### src/source/bridge_pkg.sv
// bridge package
// port count, FIFO sizing and the beat types shared by the bridge datapath
`default_nettype none

package bridge_pkg;

    // --------------------------------------------------
    // sizes
    // --------------------------------------------------
    localparam int NUM_PORTS    = 4;
    localparam int PORT_IDX_W   = 2;
    localparam int RX_HDR_BYTES = 12;   // leading bytes stripped per rx frame
    localparam int FIFO_DEPTH   = 32;   // power of two, pointers wrap

    localparam int FIFO_PTR_W = $clog2(FIFO_DEPTH);
    localparam int FIFO_CNT_W = $clog2(FIFO_DEPTH + 1);
    localparam int CUT_CNT_W  = $clog2(RX_HDR_BYTES + 2);  // counts up to hdr + 1

    // --------------------------------------------------
    // types
    // --------------------------------------------------
    typedef logic [7:0]            byte_t;
    typedef logic [PORT_IDX_W-1:0] port_idx_t;
    typedef logic [NUM_PORTS-1:0]  port_mask_t;

    typedef struct packed {
        byte_t data;
        logic  last;
    } tx_beat_t;    // uplink to mac

    typedef struct packed {
        byte_t data;
        logic  sof;
        logic  last;
    } rx_beat_t;    // mac to uplink

endpackage

`default_nettype wire

### src/source/bridge_top.sv
// four-port ethernet to uplink bridge
// port control, uplink mux and one tx/rx datapath per ethernet port
`timescale 1ns/1ps
`default_nettype none

module bridge_top import bridge_pkg::*; (
    input  logic       clk125M,
    input  logic       rst_n_i,
    input  logic       module_en_i,
    input  port_idx_t  port_sel_i,
    input  port_mask_t link_up_i,
    input  logic       channel_up_i,
    input  byte_t      uplink_rx_data_i,
    input  logic       uplink_rx_valid_i,
    input  logic       uplink_rx_last_i,
    output byte_t      uplink_tx_data_o,
    output logic       uplink_tx_valid_o,
    output logic       uplink_tx_sof_o,
    output logic       uplink_tx_last_o,
    input  logic       uplink_tx_ready_i,
    output port_mask_t mac_tx_req_o,
    input  port_mask_t mac_tx_ack_i,
    output byte_t      mac_tx_data_o [NUM_PORTS],
    output port_mask_t mac_tx_valid_o,
    output port_mask_t mac_tx_sof_o,
    output port_mask_t mac_tx_last_o,
    input  byte_t      mac_rx_data_i [NUM_PORTS],
    input  port_mask_t mac_rx_valid_i,
    input  port_mask_t mac_rx_sof_i,
    input  port_mask_t mac_rx_eof_i
);

    port_mask_t port_en;
    port_idx_t  active_port;
    logic       frame_busy;
    tx_beat_t   tx_wr_beat;
    port_mask_t tx_wr_valid;
    rx_beat_t   rx_beats [NUM_PORTS];
    port_mask_t rx_valid;
    port_mask_t rx_ready;

    port_ctrl u_port_ctrl (
        .clk125M       (clk125M),
        .rst_n_i       (rst_n_i),
        .module_en_i   (module_en_i),
        .port_sel_i    (port_sel_i),
        .link_up_i     (link_up_i),
        .channel_up_i  (channel_up_i),
        .frame_busy_i  (frame_busy),
        .port_en_o     (port_en),
        .active_port_o (active_port)
    );

    uplink_mux u_uplink_mux (
        .clk125M           (clk125M),
        .rst_n_i           (rst_n_i),
        .port_en_i         (port_en),
        .active_port_i     (active_port),
        .uplink_rx_data_i  (uplink_rx_data_i),
        .uplink_rx_valid_i (uplink_rx_valid_i),
        .uplink_rx_last_i  (uplink_rx_last_i),
        .tx_wr_beat_o      (tx_wr_beat),
        .tx_wr_valid_o     (tx_wr_valid),
        .rx_beats_i        (rx_beats),
        .rx_valid_i        (rx_valid),
        .rx_ready_o        (rx_ready),
        .uplink_tx_data_o  (uplink_tx_data_o),
        .uplink_tx_valid_o (uplink_tx_valid_o),
        .uplink_tx_sof_o   (uplink_tx_sof_o),
        .uplink_tx_last_o  (uplink_tx_last_o),
        .uplink_tx_ready_i (uplink_tx_ready_i),
        .frame_busy_o      (frame_busy)
    );

    // --------------------------------------------------
    // per-port datapath, held in clear while not enabled
    // --------------------------------------------------
    for (genvar g = 0; g < NUM_PORTS; g++) begin : g_port
        tx_beat_t tx_rd_beat;
        logic     tx_rd_valid;
        logic     tx_rd_ready;
        rx_beat_t cut_beat;
        logic     cut_valid;
        logic     rx_full;

        stream_fifo #(.beat_t(tx_beat_t)) u_tx_fifo (
            .clk125M (clk125M), .rst_n_i (rst_n_i), .clear_i (!port_en[g]),
            .wr_beat_i (tx_wr_beat), .wr_valid_i (tx_wr_valid[g]), .full_o (),
            .rd_beat_o (tx_rd_beat), .rd_valid_o (tx_rd_valid), .rd_ready_i (tx_rd_ready)
        );

        mac_tx_feeder u_feeder (
            .clk125M (clk125M), .rst_n_i (rst_n_i), .enable_i (port_en[g]),
            .fifo_beat_i (tx_rd_beat), .fifo_valid_i (tx_rd_valid),
            .fifo_ready_o (tx_rd_ready),
            .mac_tx_req_o (mac_tx_req_o[g]), .mac_tx_ack_i (mac_tx_ack_i[g]),
            .mac_tx_data_o (mac_tx_data_o[g]), .mac_tx_valid_o (mac_tx_valid_o[g]),
            .mac_tx_sof_o (mac_tx_sof_o[g]), .mac_tx_last_o (mac_tx_last_o[g])
        );

        rx_payload_cut u_cut (
            .clk125M (clk125M), .rst_n_i (rst_n_i),
            .mac_rx_data_i (mac_rx_data_i[g]), .mac_rx_valid_i (mac_rx_valid_i[g]),
            .mac_rx_sof_i (mac_rx_sof_i[g]), .mac_rx_eof_i (mac_rx_eof_i[g]),
            .cut_beat_o (cut_beat), .cut_valid_o (cut_valid)
        );

        // cut beats are lost once the buffer is full
        stream_fifo #(.beat_t(rx_beat_t)) u_rx_fifo (
            .clk125M (clk125M), .rst_n_i (rst_n_i), .clear_i (!port_en[g]),
            .wr_beat_i (cut_beat), .wr_valid_i (cut_valid && !rx_full), .full_o (rx_full),
            .rd_beat_o (rx_beats[g]), .rd_valid_o (rx_valid[g]), .rd_ready_i (rx_ready[g])
        );
    end

endmodule

`default_nettype wire

### src/source/mac_tx_feeder.sv
// mac transmit feeder
// requests the line while a frame waits and streams one frame per grant
`timescale 1ns/1ps
`default_nettype none

module mac_tx_feeder import bridge_pkg::*; (
    input  logic     clk125M,
    input  logic     rst_n_i,
    input  logic     enable_i,
    input  tx_beat_t fifo_beat_i,
    input  logic     fifo_valid_i,
    output logic     fifo_ready_o,
    output logic     mac_tx_req_o,
    input  logic     mac_tx_ack_i,
    output byte_t    mac_tx_data_o,
    output logic     mac_tx_valid_o,
    output logic     mac_tx_sof_o,
    output logic     mac_tx_last_o
);

    typedef enum logic [1:0] {FEED_IDLE, FEED_REQ, FEED_SEND} feed_state_t;

    feed_state_t state;
    logic        ack_q;
    logic        grant;
    logic        pop;

    assign grant        = mac_tx_ack_i && !ack_q;   // fresh ack, old grant released
    assign fifo_ready_o = enable_i && ((state == FEED_REQ && grant) ||
                                       (state == FEED_SEND && mac_tx_ack_i));
    assign pop          = fifo_ready_o && fifo_valid_i;
    assign mac_tx_req_o = (state != FEED_IDLE);

    always_ff @(posedge clk125M) begin
        if (!rst_n_i || !enable_i) begin
            state          <= FEED_IDLE;
            mac_tx_valid_o <= 1'b0;
            mac_tx_sof_o   <= 1'b0;
            mac_tx_last_o  <= 1'b0;
        end else begin
            case (state)
                FEED_IDLE: if (fifo_valid_i) state <= FEED_REQ;
                FEED_REQ:  if (pop) state <= fifo_beat_i.last ? FEED_IDLE : FEED_SEND;
                FEED_SEND: if (pop && fifo_beat_i.last) state <= FEED_IDLE;
                default:   state <= FEED_IDLE;
            endcase
            mac_tx_valid_o <= pop;
            mac_tx_sof_o   <= pop && (state == FEED_REQ);   // first byte of grant
            mac_tx_last_o  <= pop && fifo_beat_i.last;
        end
    end

    always_ff @(posedge clk125M) begin
        if (!rst_n_i) begin
            ack_q <= 1'b0;
        end else begin
            ack_q <= mac_tx_ack_i;
        end
    end

    always_ff @(posedge clk125M) begin
        if (pop) mac_tx_data_o <= fifo_beat_i.data;
    end

    // mac keeps ack up until it has seen last
    a_valid_in_grant: assert property (@(posedge clk125M) disable iff (!rst_n_i)
        mac_tx_valid_o |-> mac_tx_ack_i)
        else $error("mac tx byte outside grant");

endmodule

`default_nettype wire

### src/source/port_ctrl.sv
// port enable control
// picks the working port and moves the selection only between uplink frames
`timescale 1ns/1ps
`default_nettype none

module port_ctrl import bridge_pkg::*; (
    input  logic       clk125M,
    input  logic       rst_n_i,
    input  logic       module_en_i,
    input  port_idx_t  port_sel_i,
    input  port_mask_t link_up_i,
    input  logic       channel_up_i,
    input  logic       frame_busy_i,
    output port_mask_t port_en_o,
    output port_idx_t  active_port_o
);

    port_mask_t sel_mask;
    logic       sel_ok;
    logic       cur_ok;

    assign sel_mask = port_mask_t'(1) << port_sel_i;
    assign sel_ok   = module_en_i && channel_up_i && link_up_i[port_sel_i];
    assign cur_ok   = module_en_i && channel_up_i && link_up_i[active_port_o];

    always_ff @(posedge clk125M) begin
        if (!rst_n_i) begin
            port_en_o     <= '0;
            active_port_o <= '0;
        end else if (!frame_busy_i) begin   // frame boundary, take new request
            active_port_o <= port_sel_i;
            port_en_o     <= sel_ok ? sel_mask : '0;
        end else if (!cur_ok) begin
            port_en_o <= '0;    // link or channel lost mid frame
        end
    end

    // at most one port may own the uplink
    a_en_onehot: assert property (@(posedge clk125M) disable iff (!rst_n_i)
        $onehot0(port_en_o))
        else $error("more than one port enabled");

endmodule

`default_nettype wire

### src/source/rx_payload_cut.sv
// receive payload cut
// drops the first RX_HDR_BYTES bytes of every mac frame, one cycle latency
`timescale 1ns/1ps
`default_nettype none

module rx_payload_cut import bridge_pkg::*; (
    input  logic     clk125M,
    input  logic     rst_n_i,
    input  byte_t    mac_rx_data_i,
    input  logic     mac_rx_valid_i,
    input  logic     mac_rx_sof_i,
    input  logic     mac_rx_eof_i,
    output rx_beat_t cut_beat_o,
    output logic     cut_valid_o
);

    logic [CUT_CNT_W-1:0] byte_cnt;
    logic [CUT_CNT_W-1:0] byte_idx;
    logic                 keep;

    // position of the current byte in its frame, saturating past the header
    assign byte_idx = mac_rx_sof_i ? '0 : byte_cnt;
    assign keep     = (byte_idx >= CUT_CNT_W'(RX_HDR_BYTES));

    always_ff @(posedge clk125M) begin
        if (!rst_n_i) begin
            byte_cnt    <= '0;
            cut_valid_o <= 1'b0;
        end else begin
            cut_valid_o <= mac_rx_valid_i && keep;
            if (mac_rx_valid_i && byte_idx <= CUT_CNT_W'(RX_HDR_BYTES)) begin
                byte_cnt <= byte_idx + 1'b1;
            end
        end
    end

    // --------------------------------------------------
    // payload, flags follow the byte
    // --------------------------------------------------
    always_ff @(posedge clk125M) begin
        if (mac_rx_valid_i) begin
            cut_beat_o.data <= mac_rx_data_i;
            cut_beat_o.sof  <= (byte_idx == CUT_CNT_W'(RX_HDR_BYTES)); // first kept
            cut_beat_o.last <= mac_rx_eof_i;
        end
    end

endmodule

`default_nettype wire

### src/source/stream_fifo.sv
// synchronous stream FIFO
// circular buffer of FIFO_DEPTH beats, beat type set per instance
`timescale 1ns/1ps
`default_nettype none

module stream_fifo import bridge_pkg::*; #(
    parameter type beat_t = tx_beat_t
) (
    input  logic  clk125M,
    input  logic  rst_n_i,
    input  logic  clear_i,
    input  beat_t wr_beat_i,
    input  logic  wr_valid_i,
    output logic  full_o,
    output beat_t rd_beat_o,
    output logic  rd_valid_o,
    input  logic  rd_ready_i
);

    beat_t                 mem [FIFO_DEPTH];
    logic [FIFO_PTR_W-1:0] wr_ptr;
    logic [FIFO_PTR_W-1:0] rd_ptr;
    logic [FIFO_CNT_W-1:0] count;
    logic                  wr_en;
    logic                  rd_en;

    assign full_o     = (count == FIFO_CNT_W'(FIFO_DEPTH));
    assign rd_valid_o = (count != '0);
    assign rd_beat_o  = mem[rd_ptr];    // head visible the cycle after the write
    assign wr_en      = wr_valid_i && !full_o;
    assign rd_en      = rd_ready_i && rd_valid_o;

    always_ff @(posedge clk125M) begin
        if (wr_en) begin
            mem[wr_ptr] <= wr_beat_i;
        end
    end

    // --------------------------------------------------
    // pointers and fill level
    // --------------------------------------------------
    always_ff @(posedge clk125M) begin
        if (!rst_n_i || clear_i) begin
            wr_ptr <= '0;
            rd_ptr <= '0;
            count  <= '0;
        end else begin
            if (wr_en) begin
                wr_ptr <= wr_ptr + 1'b1;    // wraps at depth
            end
            if (rd_en) begin
                rd_ptr <= rd_ptr + 1'b1;
            end
            count <= count + FIFO_CNT_W'(wr_en) - FIFO_CNT_W'(rd_en);
        end
    end

    // upstream must never push into a full buffer
    a_no_overflow: assert property (@(posedge clk125M) disable iff (!rst_n_i || clear_i)
        !(wr_valid_i && full_o))
        else $error("write into full fifo");

endmodule

`default_nettype wire

### src/source/uplink_mux.sv
// uplink multiplexer
// steers uplink beats to the enabled port and its rx buffer back to the uplink
`timescale 1ns/1ps
`default_nettype none

module uplink_mux import bridge_pkg::*; (
    input  logic       clk125M,
    input  logic       rst_n_i,
    input  port_mask_t port_en_i,
    input  port_idx_t  active_port_i,
    input  byte_t      uplink_rx_data_i,
    input  logic       uplink_rx_valid_i,
    input  logic       uplink_rx_last_i,
    output tx_beat_t   tx_wr_beat_o,
    output port_mask_t tx_wr_valid_o,
    input  rx_beat_t   rx_beats_i [NUM_PORTS],
    input  port_mask_t rx_valid_i,
    output port_mask_t rx_ready_o,
    output byte_t      uplink_tx_data_o,
    output logic       uplink_tx_valid_o,
    output logic       uplink_tx_sof_o,
    output logic       uplink_tx_last_o,
    input  logic       uplink_tx_ready_i,
    output logic       frame_busy_o
);

    rx_beat_t sel_beat;
    logic     xfer;
    logic     in_frame;

    assign tx_wr_beat_o.data = uplink_rx_data_i;
    assign tx_wr_beat_o.last = uplink_rx_last_i;
    assign tx_wr_valid_o     = uplink_rx_valid_i ? port_en_i : '0;  // dropped if none

    assign sel_beat          = rx_beats_i[active_port_i];
    assign uplink_tx_data_o  = sel_beat.data;
    assign uplink_tx_sof_o   = sel_beat.sof;
    assign uplink_tx_last_o  = sel_beat.last;
    assign uplink_tx_valid_o = rx_valid_i[active_port_i] && port_en_i[active_port_i];
    assign rx_ready_o        = uplink_tx_ready_i ? port_en_i : '0;
    assign xfer              = uplink_tx_valid_o && uplink_tx_ready_i;

    always_ff @(posedge clk125M) begin
        if (!rst_n_i || port_en_i == '0) begin
            in_frame <= 1'b0;
        end else if (xfer) begin
            in_frame <= !sel_beat.last;
        end
    end

    // a beat going out right now counts too
    assign frame_busy_o = in_frame || (xfer && !sel_beat.last);

endmodule

`default_nettype wire

### config.mk
export PLATFORM = sky130hd
export DESIGN_NAME = bridge_top
export DESIGN_NICKNAME = d
export VERILOG_FILES = /design/src/source/bridge_pkg.sv /design/src/source/bridge_top.sv /design/src/source/mac_tx_feeder.sv /design/src/source/port_ctrl.sv /design/src/source/rx_payload_cut.sv /design/src/source/stream_fifo.sv /design/src/source/uplink_mux.sv
export SDC_FILE = /design/constraint.sdc
export NUM_CORES = 2
export LEC_CHECK = 0
export BUFFER_PORTS_ARGS = -buffer_cell sky130_fd_sc_hd__buf_2
export CORE_MARGIN = 2
export CORE_UTILIZATION = 58
export CTS_CLUSTER_SIZE = 24
export DETAILED_ROUTE_END_ITERATION = 12
export PLACE_DENSITY = 0.86
export SLEW_MARGIN = 30
export SYNTH_ARGS = -nofsm -noshare
export SYNTH_HDL_FRONTEND = slang
export SYNTH_HIERARCHICAL = 1
export SYNTH_SLANG_ARGS = --single-unit
export TNS_END_PERCENT = 5
### constraint.sdc
create_clock -name clk125M -period 5.1 [get_ports clk125M]
set_clock_uncertainty 0.05 [all_clocks]
set_input_delay 0.255 -clock clk125M [delete_from_list [all_inputs] [get_ports clk125M]]
set_output_delay 0.255 -clock clk125M [all_outputs]
set_load 0.01 [all_outputs]
### After elaboration in Yosys (flattened, before gate mapping)

Memory sizes are Yosys's and may differ from the RTL's. A register that Yosys moved wholly into a read port is not among the register bits.
Cells that the tools add are included.

| word-level totals | value |
|---|---|
| register bits | 251 |
| bits in writable memories | 2432 |
| bits of input ports | 69 |
| memories | 8 |

| cells by class | value |
|---|---|
| add/subtract/negate cells | 36 |
| magnitude comparators | 11 |
| equality and inequality tests | 33 |
| shift-type cells | 1 |
| muxes and demuxes | 72 |
| bitwise logic cells | 1 |
| reductions and logical operators | 107 |

Memories:

| memory | depth | width | rd ports | clocked after Yosys merged registers in | wr ports | line | text |
|---|---|---|---|---|---|---|---|
| g_port[0].u_rx_fifo.mem | 32 | 10 | 1 | 1 | 1 | stream_fifo.sv:20 | `beat_t mem [FIFO_DEPTH];` |
| g_port[1].u_rx_fifo.mem | 32 | 10 | 1 | 1 | 1 | stream_fifo.sv:20 |  |
| g_port[2].u_rx_fifo.mem | 32 | 10 | 1 | 1 | 1 | stream_fifo.sv:20 |  |
| g_port[3].u_rx_fifo.mem | 32 | 10 | 1 | 1 | 1 | stream_fifo.sv:20 |  |
| g_port[0].u_tx_fifo.mem | 32 | 9 | 1 | 1 | 1 | stream_fifo.sv:20 |  |
| g_port[1].u_tx_fifo.mem | 32 | 9 | 1 | 1 | 1 | stream_fifo.sv:20 |  |
| +2 memories | - | - | - | - | - | - |  |

Operator list:

| operator | count |
|---|---|
| adder 5 x 1 -> 5 bit (second input constant) | 16 |
| 2-to-1 mux 5 bit | 16 |
| logical AND 1 bit | 58 |
| adder 6 x 1 -> 6 bit | 8 |
| equality test 6 bit (second input constant) | 8 |
| nonzero test 6 bit | 8 |
| subtractor 6 x 1 -> 6 bit | 8 |
| 2-to-1 mux 4 bit | 9 |
| 2-to-1 mux 2 bit | 16 |
| one-hot mux 2 bit (3 select lines) | 4 |
| binary-select mux 10 bit (select 2 bit) | 1 |
| 2-to-1 mux 1 bit | 20 |
| 2-to-1 mux 10 bit | 2 |
| logical NOT 1 bit | 18 |
| adder 4 x 1 -> 4 bit (second input constant) | 4 |
| equality test 4 bit (second input constant) | 4 |
| >= comparator 4 bit (second input constant) | 4 |
| <= comparator 4 bit (second input constant) | 4 |
| != test 2 x 1 -> 1 bit (second input constant) | 8 |
| AND reduction 3 bit | 4 |
| logical OR 1 bit | 10 |
| != test 2 bit (second input constant) | 5 |
| binary-select mux 1 bit (select 2 bit) | 4 |
| equality test 2 x 1 -> 1 bit (second input constant) | 4 |
| 8 further kinds | 18 |

### Depth between registers and ports, before layout

| logic depth | value |
|---|---|
| depth in word-level cells | 9 |
| depth in mapped cells | 17 |
| mapped depth without buffers | 16 |

### Hierarchy

Netlist, hierarchy kept.

Modules (own cells, without submodules):

| module | times used | cells each | area each (µm²) |
|---|---|---|---|
| stream_fifo at g_port[0].u_rx_fifo ... | 3 | 731 | 13477.9 |
| stream_fifo at g_port[0].u_tx_fifo ... | 2 | 675 | 12196.7 |
| stream_fifo at g_port[3].u_rx_fifo | 1 | 731 | 13474.2 |
| stream_fifo at g_port[3].u_tx_fifo | 1 | 675 | 12281.8 |
| stream_fifo at g_port[2].u_tx_fifo | 1 | 673 | 12266.8 |
| rx_payload_cut | 4 | 37 | 529.3 |
| mac_tx_feeder | 4 | 34 | 484.2 |
| uplink_mux | 1 | 41 | 511.7 |
| port_ctrl | 1 | 23 | 259.0 |
| bridge_top | 1 | 8 | 70.1 |

### Worst setup path before layout

No wires, ideal clock.

| timing path | value |
|---|---|
| kind | reg-to-reg |
| from | reg with a tool-made name |
| to | reg u_port_ctrl.port_en_o[1] |
| library setup time | 0.117 ns |
| arrival time | 2.892 ns |
| setup slack | 2.041 ns |
| stages on the path, launching flop included | 11 |
| buffers on the path | 2 |
| period minus slack after synthesis | 3.059 ns |
| cell sequence | dfxtp_1 > buf_6 > buf_2 > mux4_2 > a221oi_1 > nand3_1 > mux4_2 > o21bai_1 > nand2b_1 > nor2_1 > a32o_1 |

RTL lines:

| what | line | text |
|---|---|---|
| end signal, assigned | port_ctrl.sv:32 | `port_en_o <= sel_ok ? sel_mask : '0;` |
| end, declared | port_ctrl.sv:14 | `output port_mask_t port_en_o,` |

==> results.sh <==
export IMPL_syn_num_nets=6163
export IMPL_finalNetCount=6497
export IMPL_grt_usage=0.266
export IMPL_fin_tns_setup_ps=0
export IMPL_grt_busiest_layer="met2"
export IMPL_gr_usage_met1=0.339
export IMPL_gp_congestion=0.851
export IMPL_worstMarginPinSlew_ps=1120
export IMPL_drt_wl_total_mm=261
export IMPL_antenna_found_initial=11
export IMPL_min_period_ps=4980
export IMPL_min_path_type="in2reg"
export IMPL_syn_instance_count=5974
export IMPL_start_kind="flop"
export IMPL_path_buf_inv=2
export IMPL_worst_setup_path_type="reg2out"
export IMPL_path_delay_family="multiplexers"
export IMPL_cts_sinks=2723
export IMPL_hold_viol_final=0
export IMPL_dieArea_sq_um=189000
export IMPL_final_common_cell="edfxtp_1"
export IMPL_drt_iter0_drc=8730
export IMPL_grt_use_met3=0.0534
export IMPL_worst_path_max_fanout=17
export IMPL_cp_slowest_cell="dfxtp_2"
export IMPL_yosys_warnings=6
export IMPL_finalPower_mw=45.1
export IMPL_leakagePower_nw=37.5
export IMPL_dp_hpwl_mm=143
export IMPL_grt_pass1_wl_mm=380
export IMPL_initial_core_util=0.582
export IMPL_die_w_um=435
export IMPL_antenna_left=0
export IMPL_drv_slew=0
export IMPL_cts_tree="done"
export IMPL_slew_headroom=0.250
export IMPL_drive_gt1_frac=0.164
export IMPL_netlist_area_sq_um=108000
export IMPL_rows=158
export IMPL_vias=60400
export IMPL_htreeDepth=5
export IMPL_clk_latency_ps=960
export IMPL_layout_common_cells="edfxtp_1 (2504), mux2i_1 (609), a22oi_1 (304)"
export IMPL_maxCapViolations=0
export IMPL_numCtsBuffers=279
export IMPL_ir_drop_uv=281
export IMPL_drtPass1Iterations=8
export IMPL_cp_end_kind="output pin"
export IMPL_slowest_delay_ps=720
export IMPL_status="complete, no violations"
export IMPL_grt_pass1_vias=60400
export IMPL_drc=0
export IMPL_die_h_um=435
export IMPL_cts_setup_buffers=0
export IMPL_worstPathRequired_ps=4800
export IMPL_core_area_sq_um=185000
export IMPL_globalRouteOverflowTotal=0
export IMPL_grt_max_degree=85
export IMPL_syn_to_final_growth_pct=12.5
export IMPL_period_share=0.976
export IMPL_port_buffers=127
export IMPL_p_per_area_nw_per_um2=372
export IMPL_worstPathCellList="buf_4 -> mux4_2 -> a22o_1 -> a221oi_1 -> nand3_1 -> mux4_1 -> buf_2"
export IMPL_clk_path_buf_depth=4
export IMPL_via_per_inst=6.72
export IMPL_boundaryPins=128
export IMPL_cp_arrival_ps=4670
export IMPL_grtUsageMet2=0.437
export IMPL_setup_viol=0
export IMPL_rsz0062_at_grt="false"
export IMPL_max_freq_mhz=201
export IMPL_wl_per_cell_um=29.1
export IMPL_clkTransAtPathRegs_ps=70
export IMPL_avgSynthCellArea_sq_um=18.0
export IMPL_dpl_cell_area_sq_um=111000
export IMPL_cts_root_buf="clkbuf_16"
export IMPL_design_area_sq_um=121000
-- path summary, 6_finish.rpt --
path	from	endpoint	slack, ps	cells past startpoint
worst max-delay path	flop	uplink_tx_data_o[2]	120	7
worst min-delay path	mac_rx_data_i[28]	g_port[0].u_cut/cut_beat_o[6]	60	2
worst max register to register	flop	u_port_ctrl/port_en_o[3]	150	10
worst min register to register	g_port[1].u_tx_fifo/rd_ptr[1]	flop	430	2
-- sequential cells by signal, summed over array words and instances (netlist names), 20 cells and up, named ones only --
| signal | count |
|---|---|
| g_port.u_rx_fifo/wr_ptr | 20 |
| g_port.u_rx_fifo/mem | 1280 |
| g_port.u_cut/cut_beat_o | 40 |
| g_port.u_rx_fifo/count | 24 |
| g_port.u_feeder/mac_tx_data_o | 32 |
| g_port.u_tx_fifo/rd_ptr | 20 |
| g_port.u_tx_fifo/mem | 1152 |
| g_port.u_tx_fifo/wr_ptr | 20 |
| g_port.u_tx_fifo/count | 24 |
| g_port.u_rx_fifo/rd_ptr | 20 |
-- cell type report --
class | count | area [sq um]
Tap cell | 2480 | 3100
Inverter | 127 | 477
Multi-Input combinational cell | 2836 | 26400
Timing Repair Buffer | 341 | 2840
Clock inverter | 101 | 953
Fill cell | 11000 | 63800
Antenna cell | 6 | 15.0
Clock buffer | 378 | 7810
Sequential cell | 2723 | 79600
-- power breakdown --
group | internal, mW | switching [mW] | total [mW] | leakage, nW
Clock | 11.6 | 8.36 | 19.9 | 4.29
Sequential | 24.4 | 0.123 | 24.6 | 24.3
Combinational | 0.154 | 0.412 | 0.567 | 8.86
Total | 36.2 | 8.90 | 45.1 | 37.5
-- per-stage QoR --
stage / worst slack (ps) / cells / utilization / hold WS [ps]
floorplan: 2040 / 5974 / - / 282
global placement: 970 / 8360 / 0.597 / 381
detailed placement: 907 / 8379 / 0.599 / 383
CTS: 199 / 8963 / 0.652 / 9.07
global route: 66.7 / 8988 / 0.655 / 44.0
finish: 123 / 8992 / 0.655 / 58.6
-- repair_timing --
action / in CTS / in global routing
resized for setup: 2 / 0
endpoints found under the setup margin: 3 / 0
hold endpoints to repair: 726 / 0
hold buffers: 105 / 0
-- metal layers --
metal	up-vias	wire (um)
met1	30400	90400
li1	24600	-
met5	-	25
met2	4532	128000
met3	926	27900
met4	4	14800
No activity file was read; power rests on OpenSTA's default activity.
